`src/include/lpif_ll_defines.svh`:
```
// Widths shared by the LPIF link layer and the two PHY lanes
// Lane 1 carries the flit bits that are left after lane 0 is full

`ifndef LPIF_LL_DEFINES_SVH
`define LPIF_LL_DEFINES_SVH

// Width of the online and sync delay values
`define LL_DELAY_WIDTH 16

// One full-rate PHY word per lane
`define LL_PHY_WIDTH 80

// PHY word less its strobe and marker bits
`define LL_LANE_PAYLOAD 78

// Packed LPIF flit as it crosses the link
`define LL_FLIT_WIDTH 145

`endif

```
`src/rtl/lpif_flit_pkg.sv`:
```
// Flit layout of the LPIF link word, in its field view and its lane view
// Both views are 145 bits and share one packed union

`default_nettype none

package lpif_flit_pkg;

  `include "lpif_ll_defines.svh"

  // Flit fields, most significant first
  typedef struct packed {
    logic [3:0]   state;
    logic [1:0]   protid;
    logic [127:0] data;
    logic         dvalid;
    logic [7:0]   crc;
    logic         crc_valid;
    logic         valid;
  } lpif_flit_t;

  // Same bits cut at the lane boundary
  // Lane 0 is filled first from the low end
  typedef struct packed {
    logic [`LL_FLIT_WIDTH-`LL_LANE_PAYLOAD-1:0] lane1_bits;
    logic [`LL_LANE_PAYLOAD-1:0]                lane0_bits;
  } lane_split_t;

  ////////////////////////////////////////////////////////////////////////
  // Link word
  ////////////////////////////////////////////////////////////////////////

  // Codec side works on flit, PHY side works on lane
  typedef union packed {
    lpif_flit_t  flit;
    lane_split_t lane;
  } link_word_u;

endpackage

`default_nettype wire

```
`src/rtl/aib_phy_pkg.sv`:
```
// Types for one full-rate PHY lane word and its sync bits
// Strobe and marker sit at the top of the word, payload below them

`default_nettype none

package aib_phy_pkg;

  `include "lpif_ll_defines.svh"

  // Strobe and marker as sent on every lane
  typedef struct packed {
    logic stb;
    logic mrk;
  } sync_bits_t;

  ////////////////////////////////////////////////////////////////////////
  // Lane word
  ////////////////////////////////////////////////////////////////////////

  // 80 bits in total
  // Short lanes keep their bits at the low end of payload
  typedef struct packed {
    logic                        stb;
    logic                        mrk;
    logic [`LL_LANE_PAYLOAD-1:0] payload;
  } phy_word_t;

endpackage

`default_nettype wire

```
`src/rtl/ll_auto_sync.sv`:
```
// Delays tx/rx online and forces strobe and marker on for a sync window
// A delay of 0 raises the online level at the edge that first sees online high
// Dropping online clears the level and the window at the next edge

`timescale 1ns/10ps
`default_nettype none

`include "lpif_ll_defines.svh"

module ll_auto_sync
  import aib_phy_pkg::*;
(
  input  logic                       clk_wr,
  input  logic                       reset,

  input  logic                       tx_online,
  input  logic                       rx_online,
  input  logic                       tx_stb_userbit,
  input  logic                       tx_mrk_userbit,

  input  logic [`LL_DELAY_WIDTH-1:0] delay_x_value,
  input  logic [`LL_DELAY_WIDTH-1:0] delay_y_value,
  input  logic [`LL_DELAY_WIDTH-1:0] delay_z_value,

  output logic                       tx_online_delay,
  output logic                       rx_online_delay,
  output sync_bits_t                 tx_sync
);

  // Count and level of one online delay
  typedef struct packed {
    logic [`LL_DELAY_WIDTH-1:0] cnt;
    logic                       level;
  } delay_state_t;

  delay_state_t               tx_state;
  delay_state_t               rx_state;
  delay_state_t               tx_next;
  delay_state_t               rx_next;
  logic [`LL_DELAY_WIDTH-1:0] win_cnt;
  logic                       in_win;

  // One step of a delay counter
  // Counts up while online, sets the level once the limit is reached
  function automatic delay_state_t delay_step(
    input delay_state_t               cur,
    input logic                       online,
    input logic [`LL_DELAY_WIDTH-1:0] limit
  );
    delay_state_t nxt;
    nxt = cur;
    if (!online) begin
      nxt = '0;
    end else if (!cur.level) begin
      if (cur.cnt >= limit) begin
        nxt.level = 1'b1;
      end else begin
        nxt.cnt = cur.cnt + 1'b1;
      end
    end
    return nxt;
  endfunction

  //////////////////////////////////////////////////////////////////////
  // Online delays

  always_comb begin
    tx_next = delay_step(tx_state, tx_online, delay_y_value);
    rx_next = delay_step(rx_state, rx_online, delay_x_value);
  end

  assign tx_online_delay = tx_state.level;
  assign rx_online_delay = rx_state.level;

  //////////////////////////////////////////////////////////////////////
  // Sync window

  // win_cnt sits at zero until tx goes online, so window starts clean
  assign in_win = (win_cnt < delay_z_value);

  always_ff @(posedge clk_wr) begin
    if (reset) begin
      tx_state <= '0;
      rx_state <= '0;
      win_cnt  <= '0;
      tx_sync  <= '0;
    end else begin
      tx_state <= tx_next;
      rx_state <= rx_next;
      if (!tx_next.level) begin
        win_cnt <= '0;
        tx_sync <= '0;
      end else if (in_win) begin
        // Forced on while the far end aligns
        win_cnt <= win_cnt + 1'b1;
        tx_sync <= '{stb: 1'b1, mrk: 1'b1};
      end else begin
        tx_sync <= '{stb: tx_stb_userbit, mrk: tx_mrk_userbit};
      end
    end
  end

endmodule

`default_nettype wire

```
`src/rtl/lpif_flit_codec.sv`:
```
// Packs downstream LPIF fields into the link word and unpacks the upstream word
// One cycle each way, a new flit may enter every cycle, no handshake

`timescale 1ns/10ps
`default_nettype none

module lpif_flit_codec
  import lpif_flit_pkg::*;
(
  input  logic         clk_wr,
  input  logic         reset,

  // Downstream channel
  input  logic [3:0]   dstrm_state,
  input  logic [1:0]   dstrm_protid,
  input  logic [127:0] dstrm_data,
  input  logic         dstrm_dvalid,
  input  logic [7:0]   dstrm_crc,
  input  logic         dstrm_crc_valid,
  input  logic         dstrm_valid,

  // Link words
  input  link_word_u   rx_word,
  output link_word_u   tx_word,

  // Upstream channel
  output logic [3:0]   ustrm_state,
  output logic [1:0]   ustrm_protid,
  output logic [127:0] ustrm_data,
  output logic         ustrm_dvalid,
  output logic [7:0]   ustrm_crc,
  output logic         ustrm_crc_valid,
  output logic         ustrm_valid
);

  //////////////////////////////////////////////////////////////////////
  // Transmit pack

  always_ff @(posedge clk_wr) begin
    if (reset) begin
      tx_word <= '0;
    end else begin
      // Written through the field view
      tx_word.flit <= '{state:     dstrm_state,
                        protid:    dstrm_protid,
                        data:      dstrm_data,
                        dvalid:    dstrm_dvalid,
                        crc:       dstrm_crc,
                        crc_valid: dstrm_crc_valid,
                        valid:     dstrm_valid};
    end
  end

  //////////////////////////////////////////////////////////////////////
  // Receive unpack

  // rx_word is already blanked while rx side is offline
  always_ff @(posedge clk_wr) begin
    if (reset) begin
      ustrm_state     <= '0;
      ustrm_protid    <= '0;
      ustrm_data      <= '0;
      ustrm_dvalid    <= 1'b0;
      ustrm_crc       <= '0;
      ustrm_crc_valid <= 1'b0;
      ustrm_valid     <= 1'b0;
    end else begin
      ustrm_state     <= rx_word.flit.state;
      ustrm_protid    <= rx_word.flit.protid;
      ustrm_data      <= rx_word.flit.data;
      ustrm_dvalid    <= rx_word.flit.dvalid;
      ustrm_crc       <= rx_word.flit.crc;
      ustrm_crc_valid <= rx_word.flit.crc_valid;
      ustrm_valid     <= rx_word.flit.valid;
    end
  end

endmodule

`default_nettype wire

```
`src/rtl/phy_lane_concat.sv`:
```
// Splits the 145-bit link word over two full-rate PHY lanes and rebuilds it
// Lane 1 payload carries 67 bits at the low end, its top 11 bits are sent as zero
// Received sync bits and the unused lane 1 bits are dropped

`timescale 1ns/10ps
`default_nettype none

`include "lpif_ll_defines.svh"

module phy_lane_concat
  import lpif_flit_pkg::*;
  import aib_phy_pkg::*;
(
  input  logic       clk_wr,
  input  logic       reset,

  input  link_word_u tx_word,
  input  sync_bits_t tx_sync,
  input  logic       tx_online_delay,
  input  logic       rx_online_delay,

  input  phy_word_t  rx_phy0,
  input  phy_word_t  rx_phy1,

  output phy_word_t  tx_phy0,
  output phy_word_t  tx_phy1,
  output link_word_u rx_word
);

  // Bits of the flit that spill into lane 1
  localparam int LANE1_BITS = `LL_FLIT_WIDTH - `LL_LANE_PAYLOAD;
  // Unused top of lane 1 payload
  localparam int LANE1_PAD  = `LL_LANE_PAYLOAD - LANE1_BITS;

  //////////////////////////////////////////////////////////////////////
  // Transmit lanes

  always_ff @(posedge clk_wr) begin
    if (reset) begin
      tx_phy0 <= '0;
      tx_phy1 <= '0;
    end else if (!tx_online_delay) begin
      // Quiet lanes until tx side is online
      tx_phy0 <= '0;
      tx_phy1 <= '0;
    end else begin
      // Same sync bits on both lanes
      tx_phy0 <= '{stb:     tx_sync.stb,
                   mrk:     tx_sync.mrk,
                   payload: tx_word.lane.lane0_bits};
      tx_phy1 <= '{stb:     tx_sync.stb,
                   mrk:     tx_sync.mrk,
                   payload: {{LANE1_PAD{1'b0}}, tx_word.lane.lane1_bits}};
    end
  end

  //////////////////////////////////////////////////////////////////////
  // Receive lanes

  always_ff @(posedge clk_wr) begin
    if (reset) begin
      rx_word <= '0;
    end else if (!rx_online_delay) begin
      // Nothing reaches the codec while rx side is offline
      rx_word <= '0;
    end else begin
      rx_word.lane <= '{lane1_bits: rx_phy1.payload[LANE1_BITS-1:0],
                        lane0_bits: rx_phy0.payload};
    end
  end

endmodule

`default_nettype wire

```
`src/rtl/lpif_ll_master_top.sv`:
```
// Master side of a two-lane LPIF link over full-rate PHY lanes
// Logic link FIFO and credits are bypassed, valids travel as plain levels
// Two cycles from dstrm to tx_phy and from rx_phy to ustrm

`timescale 1ns/10ps
`default_nettype none

`include "lpif_ll_defines.svh"

module lpif_ll_master_top
  import lpif_flit_pkg::*;
  import aib_phy_pkg::*;
(
  input  logic                       clk_wr,
  input  logic                       reset,

  // Control
  input  logic                       tx_online,
  input  logic                       rx_online,

  // Configuration
  input  logic [`LL_DELAY_WIDTH-1:0] delay_x_value,
  input  logic [`LL_DELAY_WIDTH-1:0] delay_y_value,
  input  logic [`LL_DELAY_WIDTH-1:0] delay_z_value,
  input  logic                       tx_stb_userbit,
  input  logic                       tx_mrk_userbit,

  // Downstream channel
  input  logic [3:0]                 dstrm_state,
  input  logic [1:0]                 dstrm_protid,
  input  logic [127:0]               dstrm_data,
  input  logic                       dstrm_dvalid,
  input  logic [7:0]                 dstrm_crc,
  input  logic                       dstrm_crc_valid,
  input  logic                       dstrm_valid,

  // Upstream channel
  output logic [3:0]                 ustrm_state,
  output logic [1:0]                 ustrm_protid,
  output logic [127:0]               ustrm_data,
  output logic                       ustrm_dvalid,
  output logic [7:0]                 ustrm_crc,
  output logic                       ustrm_crc_valid,
  output logic                       ustrm_valid,

  // PHY interconnect
  output logic [`LL_PHY_WIDTH-1:0]   tx_phy0,
  output logic [`LL_PHY_WIDTH-1:0]   tx_phy1,
  input  logic [`LL_PHY_WIDTH-1:0]   rx_phy0,
  input  logic [`LL_PHY_WIDTH-1:0]   rx_phy1
);

  ////////////////////////////////////////////////////////////////////////
  // Interconnect

  sync_bits_t tx_sync;
  logic       tx_online_delay;
  logic       rx_online_delay;
  link_word_u tx_word;
  link_word_u rx_word;

  ////////////////////////////////////////////////////////////////////////
  // Auto sync

  ll_auto_sync u_auto_sync (
    .clk_wr          (clk_wr),
    .reset           (reset),
    .tx_online       (tx_online),
    .rx_online       (rx_online),
    .tx_stb_userbit  (tx_stb_userbit),
    .tx_mrk_userbit  (tx_mrk_userbit),
    .delay_x_value   (delay_x_value),
    .delay_y_value   (delay_y_value),
    .delay_z_value   (delay_z_value),
    .tx_online_delay (tx_online_delay),
    .rx_online_delay (rx_online_delay),
    .tx_sync         (tx_sync)
  );

  ////////////////////////////////////////////////////////////////////////
  // Flit codec

  lpif_flit_codec u_codec (
    .clk_wr          (clk_wr),
    .reset           (reset),
    .dstrm_state     (dstrm_state),
    .dstrm_protid    (dstrm_protid),
    .dstrm_data      (dstrm_data),
    .dstrm_dvalid    (dstrm_dvalid),
    .dstrm_crc       (dstrm_crc),
    .dstrm_crc_valid (dstrm_crc_valid),
    .dstrm_valid     (dstrm_valid),
    .rx_word         (rx_word),
    .tx_word         (tx_word),
    .ustrm_state     (ustrm_state),
    .ustrm_protid    (ustrm_protid),
    .ustrm_data      (ustrm_data),
    .ustrm_dvalid    (ustrm_dvalid),
    .ustrm_crc       (ustrm_crc),
    .ustrm_crc_valid (ustrm_crc_valid),
    .ustrm_valid     (ustrm_valid)
  );

  ////////////////////////////////////////////////////////////////////////
  // PHY lanes

  // Flat 80-bit ports map straight onto phy_word_t
  phy_lane_concat u_concat (
    .clk_wr          (clk_wr),
    .reset           (reset),
    .tx_word         (tx_word),
    .tx_sync         (tx_sync),
    .tx_online_delay (tx_online_delay),
    .rx_online_delay (rx_online_delay),
    .rx_phy0         (rx_phy0),
    .rx_phy1         (rx_phy1),
    .tx_phy0         (tx_phy0),
    .tx_phy1         (tx_phy1),
    .rx_word         (rx_word)
  );

endmodule

`default_nettype wire

```
`config.mk`:
```
export PLATFORM = sky130hd
export DESIGN_NAME = lpif_ll_master_top
export DESIGN_NICKNAME = d
export VERILOG_FILES = /design/src/rtl/lpif_flit_pkg.sv /design/src/rtl/aib_phy_pkg.sv /design/src/rtl/ll_auto_sync.sv /design/src/rtl/lpif_flit_codec.sv /design/src/rtl/phy_lane_concat.sv /design/src/rtl/lpif_ll_master_top.sv
export VERILOG_INCLUDE_DIRS = /design/src /design/src/include
export SDC_FILE = /design/constraint.sdc
export NUM_CORES = 1
export LEC_CHECK = 0
export BUFFER_PORTS_ARGS = -buffer_cell sky130_fd_sc_hd__buf_2
export CORE_AREA = 2 2 255 257
export CTS_BUF_LIST = sky130_fd_sc_hd__clkbuf_16
export DETAILED_ROUTE_END_ITERATION = 6
export DIE_AREA = 0 0 257 259
export SYNTH_ARGS = -nofsm -noshare
export SYNTH_HDL_FRONTEND = slang
export SYNTH_SLANG_ARGS = --single-unit
```
`constraint.sdc`:
```
create_clock -name clk_wr -period 2.4 [get_ports clk_wr]
set_input_delay 0.24 -clock clk_wr [delete_from_list [all_inputs] [get_ports clk_wr]]
set_output_delay 0.24 -clock clk_wr [all_outputs]
set_load 0.02 [all_outputs]
```
Yosys cells after proc, flatten, opt, wreduce, memory -nomap -nowiden
Index checks and enable logic that the tools add are counted.
- add/subtract/negate cells: 3
- magnitude comparators: 3
- muxes and demuxes: 6
- bitwise gates (word level): 7
- reduce and logical (&&, ||, !) cells: 7
- operator list (operator ; number):
    16-bit by 1-bit adder with 16-bit output, second input constant ; 3
    16-bit greater-or-equal comparator ; 2
    16-bit < comparator ; 1
    2-bit OR reduction ; 5
    1-bit inverter ; 7
    1-bit 2-to-1 mux ; 5
    2-bit AND reduction ; 2
    2-bit 2-to-1 mux ; 1
- flip-flop bits (word level): 645
- bits of input ports: 359
- output and inout port bits: 305
- word-level logic and storage cells: 47

Depth between registers and ports, before layout
- depth after elaboration: 6
- depth in mapped cells: 10
- gate-level depth less buffers: 8

Modules after synthesis
A second synthesis with hierarchy kept.
- cells, all modules: 1718
- area, all modules: 20253.2 um^2
- by module, submodules not included (module ; times used ; cells each ; area each (um^2) ; sequential area each (um^2)):
    phy_lane_concat ; 1 ; 662 ; 8823.5 ; 5845.6
    lpif_flit_codec ; 1 ; 612 ; 7848.8 ; 5805.6
    ll_auto_sync ; 1 ; 444 ; 3580.9 ; 1041.0

Worst setup path after synthesis
No wires, ideal clock.
- path kind: reg2reg
- from: register u_auto_sync.tx_state[1] (netlist bit)
- to: register u_auto_sync.tx_state[5] (netlist bit)
- library setup time: 0.059 ns
- arrival time: 2.142 ns
- required time: 2.341 ns
- setup slack: 0.199 ns
- stages on the path, launching flop included: 10
- buffers on the path: 1
- clock period less this slack: 2.201 ns
- path through: dfxtp_1 inv_1 ha_1 nand2b_4 a2111oi_4 o41a_4 nand3_2 buf_6 or4_1 nand2_1
- cells in the longest elaborated chain, start to end: 3
- elaborated cells between the ends (all ways): 4
- those cells by class: 1 x add/sub; 1 x order compare; 1 x bitwise; 1 x reduce/logical
- RTL lines (element ; RTL line ; RTL):
    start: declaration ; ll_auto_sync.sv:36 ; delay_state_t tx_state;
    start signal: assignment ; ll_auto_sync.sv:88 ; tx_state <= tx_next;
    16-bit greater-or-equal comparator ; ll_auto_sync.sv:55 ; if (cur.cnt >= limit) begin
    1-bit inverter (no source line) ; n/a ;
    2-bit AND reduction (no source line) ; n/a ;
Several ways; a longest one is shown, not always the timed one.
A chain may end at the register's enable or synchronous reset.

Worst setup path after layout
Ends and elaborated chain as after synthesis.

==> reports/metrics.yaml <==
outcome:
  outcome: "finished clean"
global_route:
  grt_max_degree: 107
  antenna_found_initial: 13
  grt_usage_pct: 15.0
  globalRouteOverflowTotal: 0
  grt_pass1_wl_um: 79200
  grt_pass1_vias: 14971
setup_path:
  crit_type: "reg -> reg"
  crit_required_ps: 2940
  cpPeakStageDelay_ps: 540
  cp_max_fo: 9
  crit_chain: "inv_1 -> ha_1 -> nand2b_4 -> a2111oi_4 -> o41a_4 -> nand3_2 -> or4_1 -> nand2_1"
  cp-start-kind: "flop"
  crit_slowest_cell: "or4_1"
  arrival_ps: 2830
  cp-end-kind: "flop"
detailed_routing:
  routed_wl_um: 52000
  ant_nets: 0
  wl_met1_um: 20800
  vias: 14525
  wl_per_cell_um: 14.7
  vias_per_cell: 4.10
  wl_met3_um: 4340
  drt-pass1-iter-count: 4
  drc: 0
  top_layer_used: "met5"
  drtIter0Drc: 529
  dr_wl_met2_um: 24600
logic_synthesis:
  synth_cells: 1681
  synthArstFlopShare_pct: 0
  yosysSeqAreaShare_pct: 65.9
  synth.avg_cell_area_um2: 11.5
  synthFlopType: "dfxtp_1"
  synth_edf_count: 0
  ys_ff_latch: 634
  synth_area_leader_cell: "dfxtp_1"
  ys_warn_count: 0
  ys_types: 50
  synth_top_area_share_pct: 65.9
  synth_area_mm2: 0.0192
  synthTopCellsByArea: "dfxtp_1 (66%), nor2b_1 (9.6%), and2_1 (9.5%), ha_1 (3.3%), clkbuf_1 (1.3%)"
floorplanning:
  io_pins: 664
  core_mm2: 0.0639
  die_area_mm2: 0.0666
  start_util_pct: 30.1
  dieHeight_um: 259
  num_rows: 93
  die-width_um: 257
pwr:
  pwr-share-clk_pct: 48.2
  p_switching_uw: 4850
  p_leak_uw: 0.0134
  pwr-share-comb_pct: 4.3
  p_int_uw: 17700
  switching_share_pct: 21.5
  ir_drop_mv: 0.553
  p_seq_share_pct: 47.5
  power_density_mw_per_mm2: 781
timing:
  hold_violations: 0
  fin_crit_ps: 2290
  report.final.slew_viol_count: 0
  slew_headroom_pct: 41.9
  rsz0062_at_grt: "true"
  setup_slack_ps: 109
  tightest_slew_ps: 870
  setup_viol_count_final: 0
  post-route-period-util_pct: 95.4
  fin_worst_skew_ps: 22.4
  hold_ws_ps: 159
  fmax_ghz: 0.437
job:
  drv_cap: 0
clock_tree:
  cts_inserted_buffers: 70
  clk_pin_slew_worst_paths_ps: 50
  cts_buffer_depth: 3
  cts_tree: "built"
  cts_root_buf: "clkbuf_16"
  htreeDepth: 3
  insertion_delay_ps: 600
  cts_setup_buffers: 0
  clock-sinks: 634
place:
  routabilityCongestion: 0.845
  dp_hpwl_um: 35600
  place_ws_ps: -32.6
  dp_cells: 3125
  port_buffers: 637
cells_and_area:
  n_fill_cell: 5764
  nets: 3045
  final_layout_size_suffix_gt1_share_pct: 29.5
  area_growth_pct: 49.7
  seq_area_mm2: 0.0127
  instances_no_fill: 3547
  multi_input_area_mm2: 0.00606
worst_hold_path:
  hp-class: "in -> reg"
## state kept, by name, summed over array words and instances, names as in the netlist
name                         cells
u_codec.ustrm_dvalid             1
u_auto_sync.win_cnt             16
u_concat.rx_word               145
u_concat.tx_phy0                78
u_auto_sync.tx_online_delay      1
u_codec.ustrm_state              4
u_codec.tx_word                145
u_codec.ustrm_data             128
u_codec.ustrm_valid              1
u_codec.ustrm_crc                8
u_auto_sync.tx_state            16
u_auto_sync.tx_sync              2
u_codec.ustrm_crc_valid          1
u_concat.tx_phy1                69
u_auto_sync.rx_online_delay      1
u_codec.ustrm_protid             2
u_auto_sync.rx_state            16
## power groups by stage
stage | combinational [µW] | sequential [µW] | clock, µW
3_3_place_gp | 566 | 10900 | 0
4_1_cts | 976 | 10700 | 11200
3_5_place_dp | 575 | 10900 | 0
2_1_floorplan | 257 | 10900 | 0
6_report | 973 | 10700 | 10800
5_1_grt | 1070 | 10700 | 11600
## repair_timing
action,4_1_cts,5_1_grt
gates cloned,0,1
endpoints found under the setup margin,2,28
hold endpoints to repair,293,0
hold buffers,293,0
gates resized for setup,1,6
## path summary, 6_finish.rpt
check / startpoint / end / cells past startpoint / slack [ps]
max: u_auto_sync.tx_state[1] / u_auto_sync.tx_state[5] / 8 / 110
min: tx_online / u_auto_sync.tx_state[14] / 3 / 160
max reg2reg: u_auto_sync.tx_state[1] / u_auto_sync.tx_state[5] / 8 / 110
min reg2reg: u_codec.tx_word[39] / u_concat.tx_phy0[39] / 1 / 420
## cells in the mapped netlist (2+ instances only)
library cell and count:
or3_1 17, o41ai_1 2, inv_1 56, o31ai_1 10
and2_1 293, and3_1 9, nor3_1 3, nor2_1 28
xnor2_1 3, nor2b_1 294, nand2b_1 2, o21a_1 2
a2111oi_4 2, a21oi_1 46, buf_4 15, xor2_1 12
or4b_1 2, nand2_1 32, clkbuf_1 66, and4_1 3
or4_1 11, buf_6 2, nand4_1 17, nor2_2 2
dfxtp_1 634, nand3b_1 2, o211ai_1 5, ha_1 50
mux2i_1 3, o21ai_0 23, nand3_1 16
## cell families after synthesis
| family | Yosys count | synth area share [%] |
|---|---|---|
| AND/OR/NAND/NOR | 738 | 23.4 |
| flip-flops | 634 | 65.9 |
| buffers and inverters | 141 | 3.13 |
| AO/OA/AOI/OAI | 99 | 3.41 |
| adder cells (fa/ha/maj) | 50 | 3.25 |
| XOR/XNOR | 15 | 0.683 |
| multiplexers | 3 | 0.156 |
| other | 1 | 0.0195 |
## worst max-delay path, delay by kind of cell (launching register included)
family / cells / cell delay (ps)
buf+inv: 1 / 80
compound gates: 2 / 630
fa+ha+maj: 1 / 270
flops: 1 / 350
simple gates: 4 / 900
## through the flow
stage                     total power, µW  instance area [µm²]  TNS (ps)  util [%]
after floorplan                     11200                19300         0         -
after global placement              11500                23400         0      36.7
after detailed placement            11500                23400     -47.2      36.7
after CTS                           22800                28800         0      45.0
after global routing                23400                28800     -7.90      45.1
final                               22500                28800         0      45.1
## per-layer routing
| layer | global-route usage [%] | vias up |
|---|---|---|
| li1 | - | 7206 |
| met4 | 7.20 | 22 |
| met5 | 0 | - |
| met2 | 25.5 | 526 |
| met1 | 16.5 | 6636 |
| met3 | 5.64 | 135 |
## final cells by class
cell class	count	share of cell area, %
Multi-Input combinational cell	917	21.0
Tap cell	855	3.71
Clock buffer	71	6.16
Inverter	56	0.729
Timing Repair Buffer	957	22.2
Sequential cell	634	44.0
Clock inverter	56	2.14
Antenna cell	1	0.00868
## placed cells by master (no fill, tap or decap), drive strengths merged, types with 18 or more instances in the layout
cell type	Yosys	layout
buf	19	664
clkbuf	66	71
clkinv	0	31
nand3	17	18
o21ai	24	24
dlygate4sd3	0	293
ha	50	50
and2	293	293
dfxtp	634	634
a21oi	46	46
nand2	33	33
nor2	30	30
inv	56	68
nor2b	294	294
No activity file was read; power rests on OpenSTA's default activity.
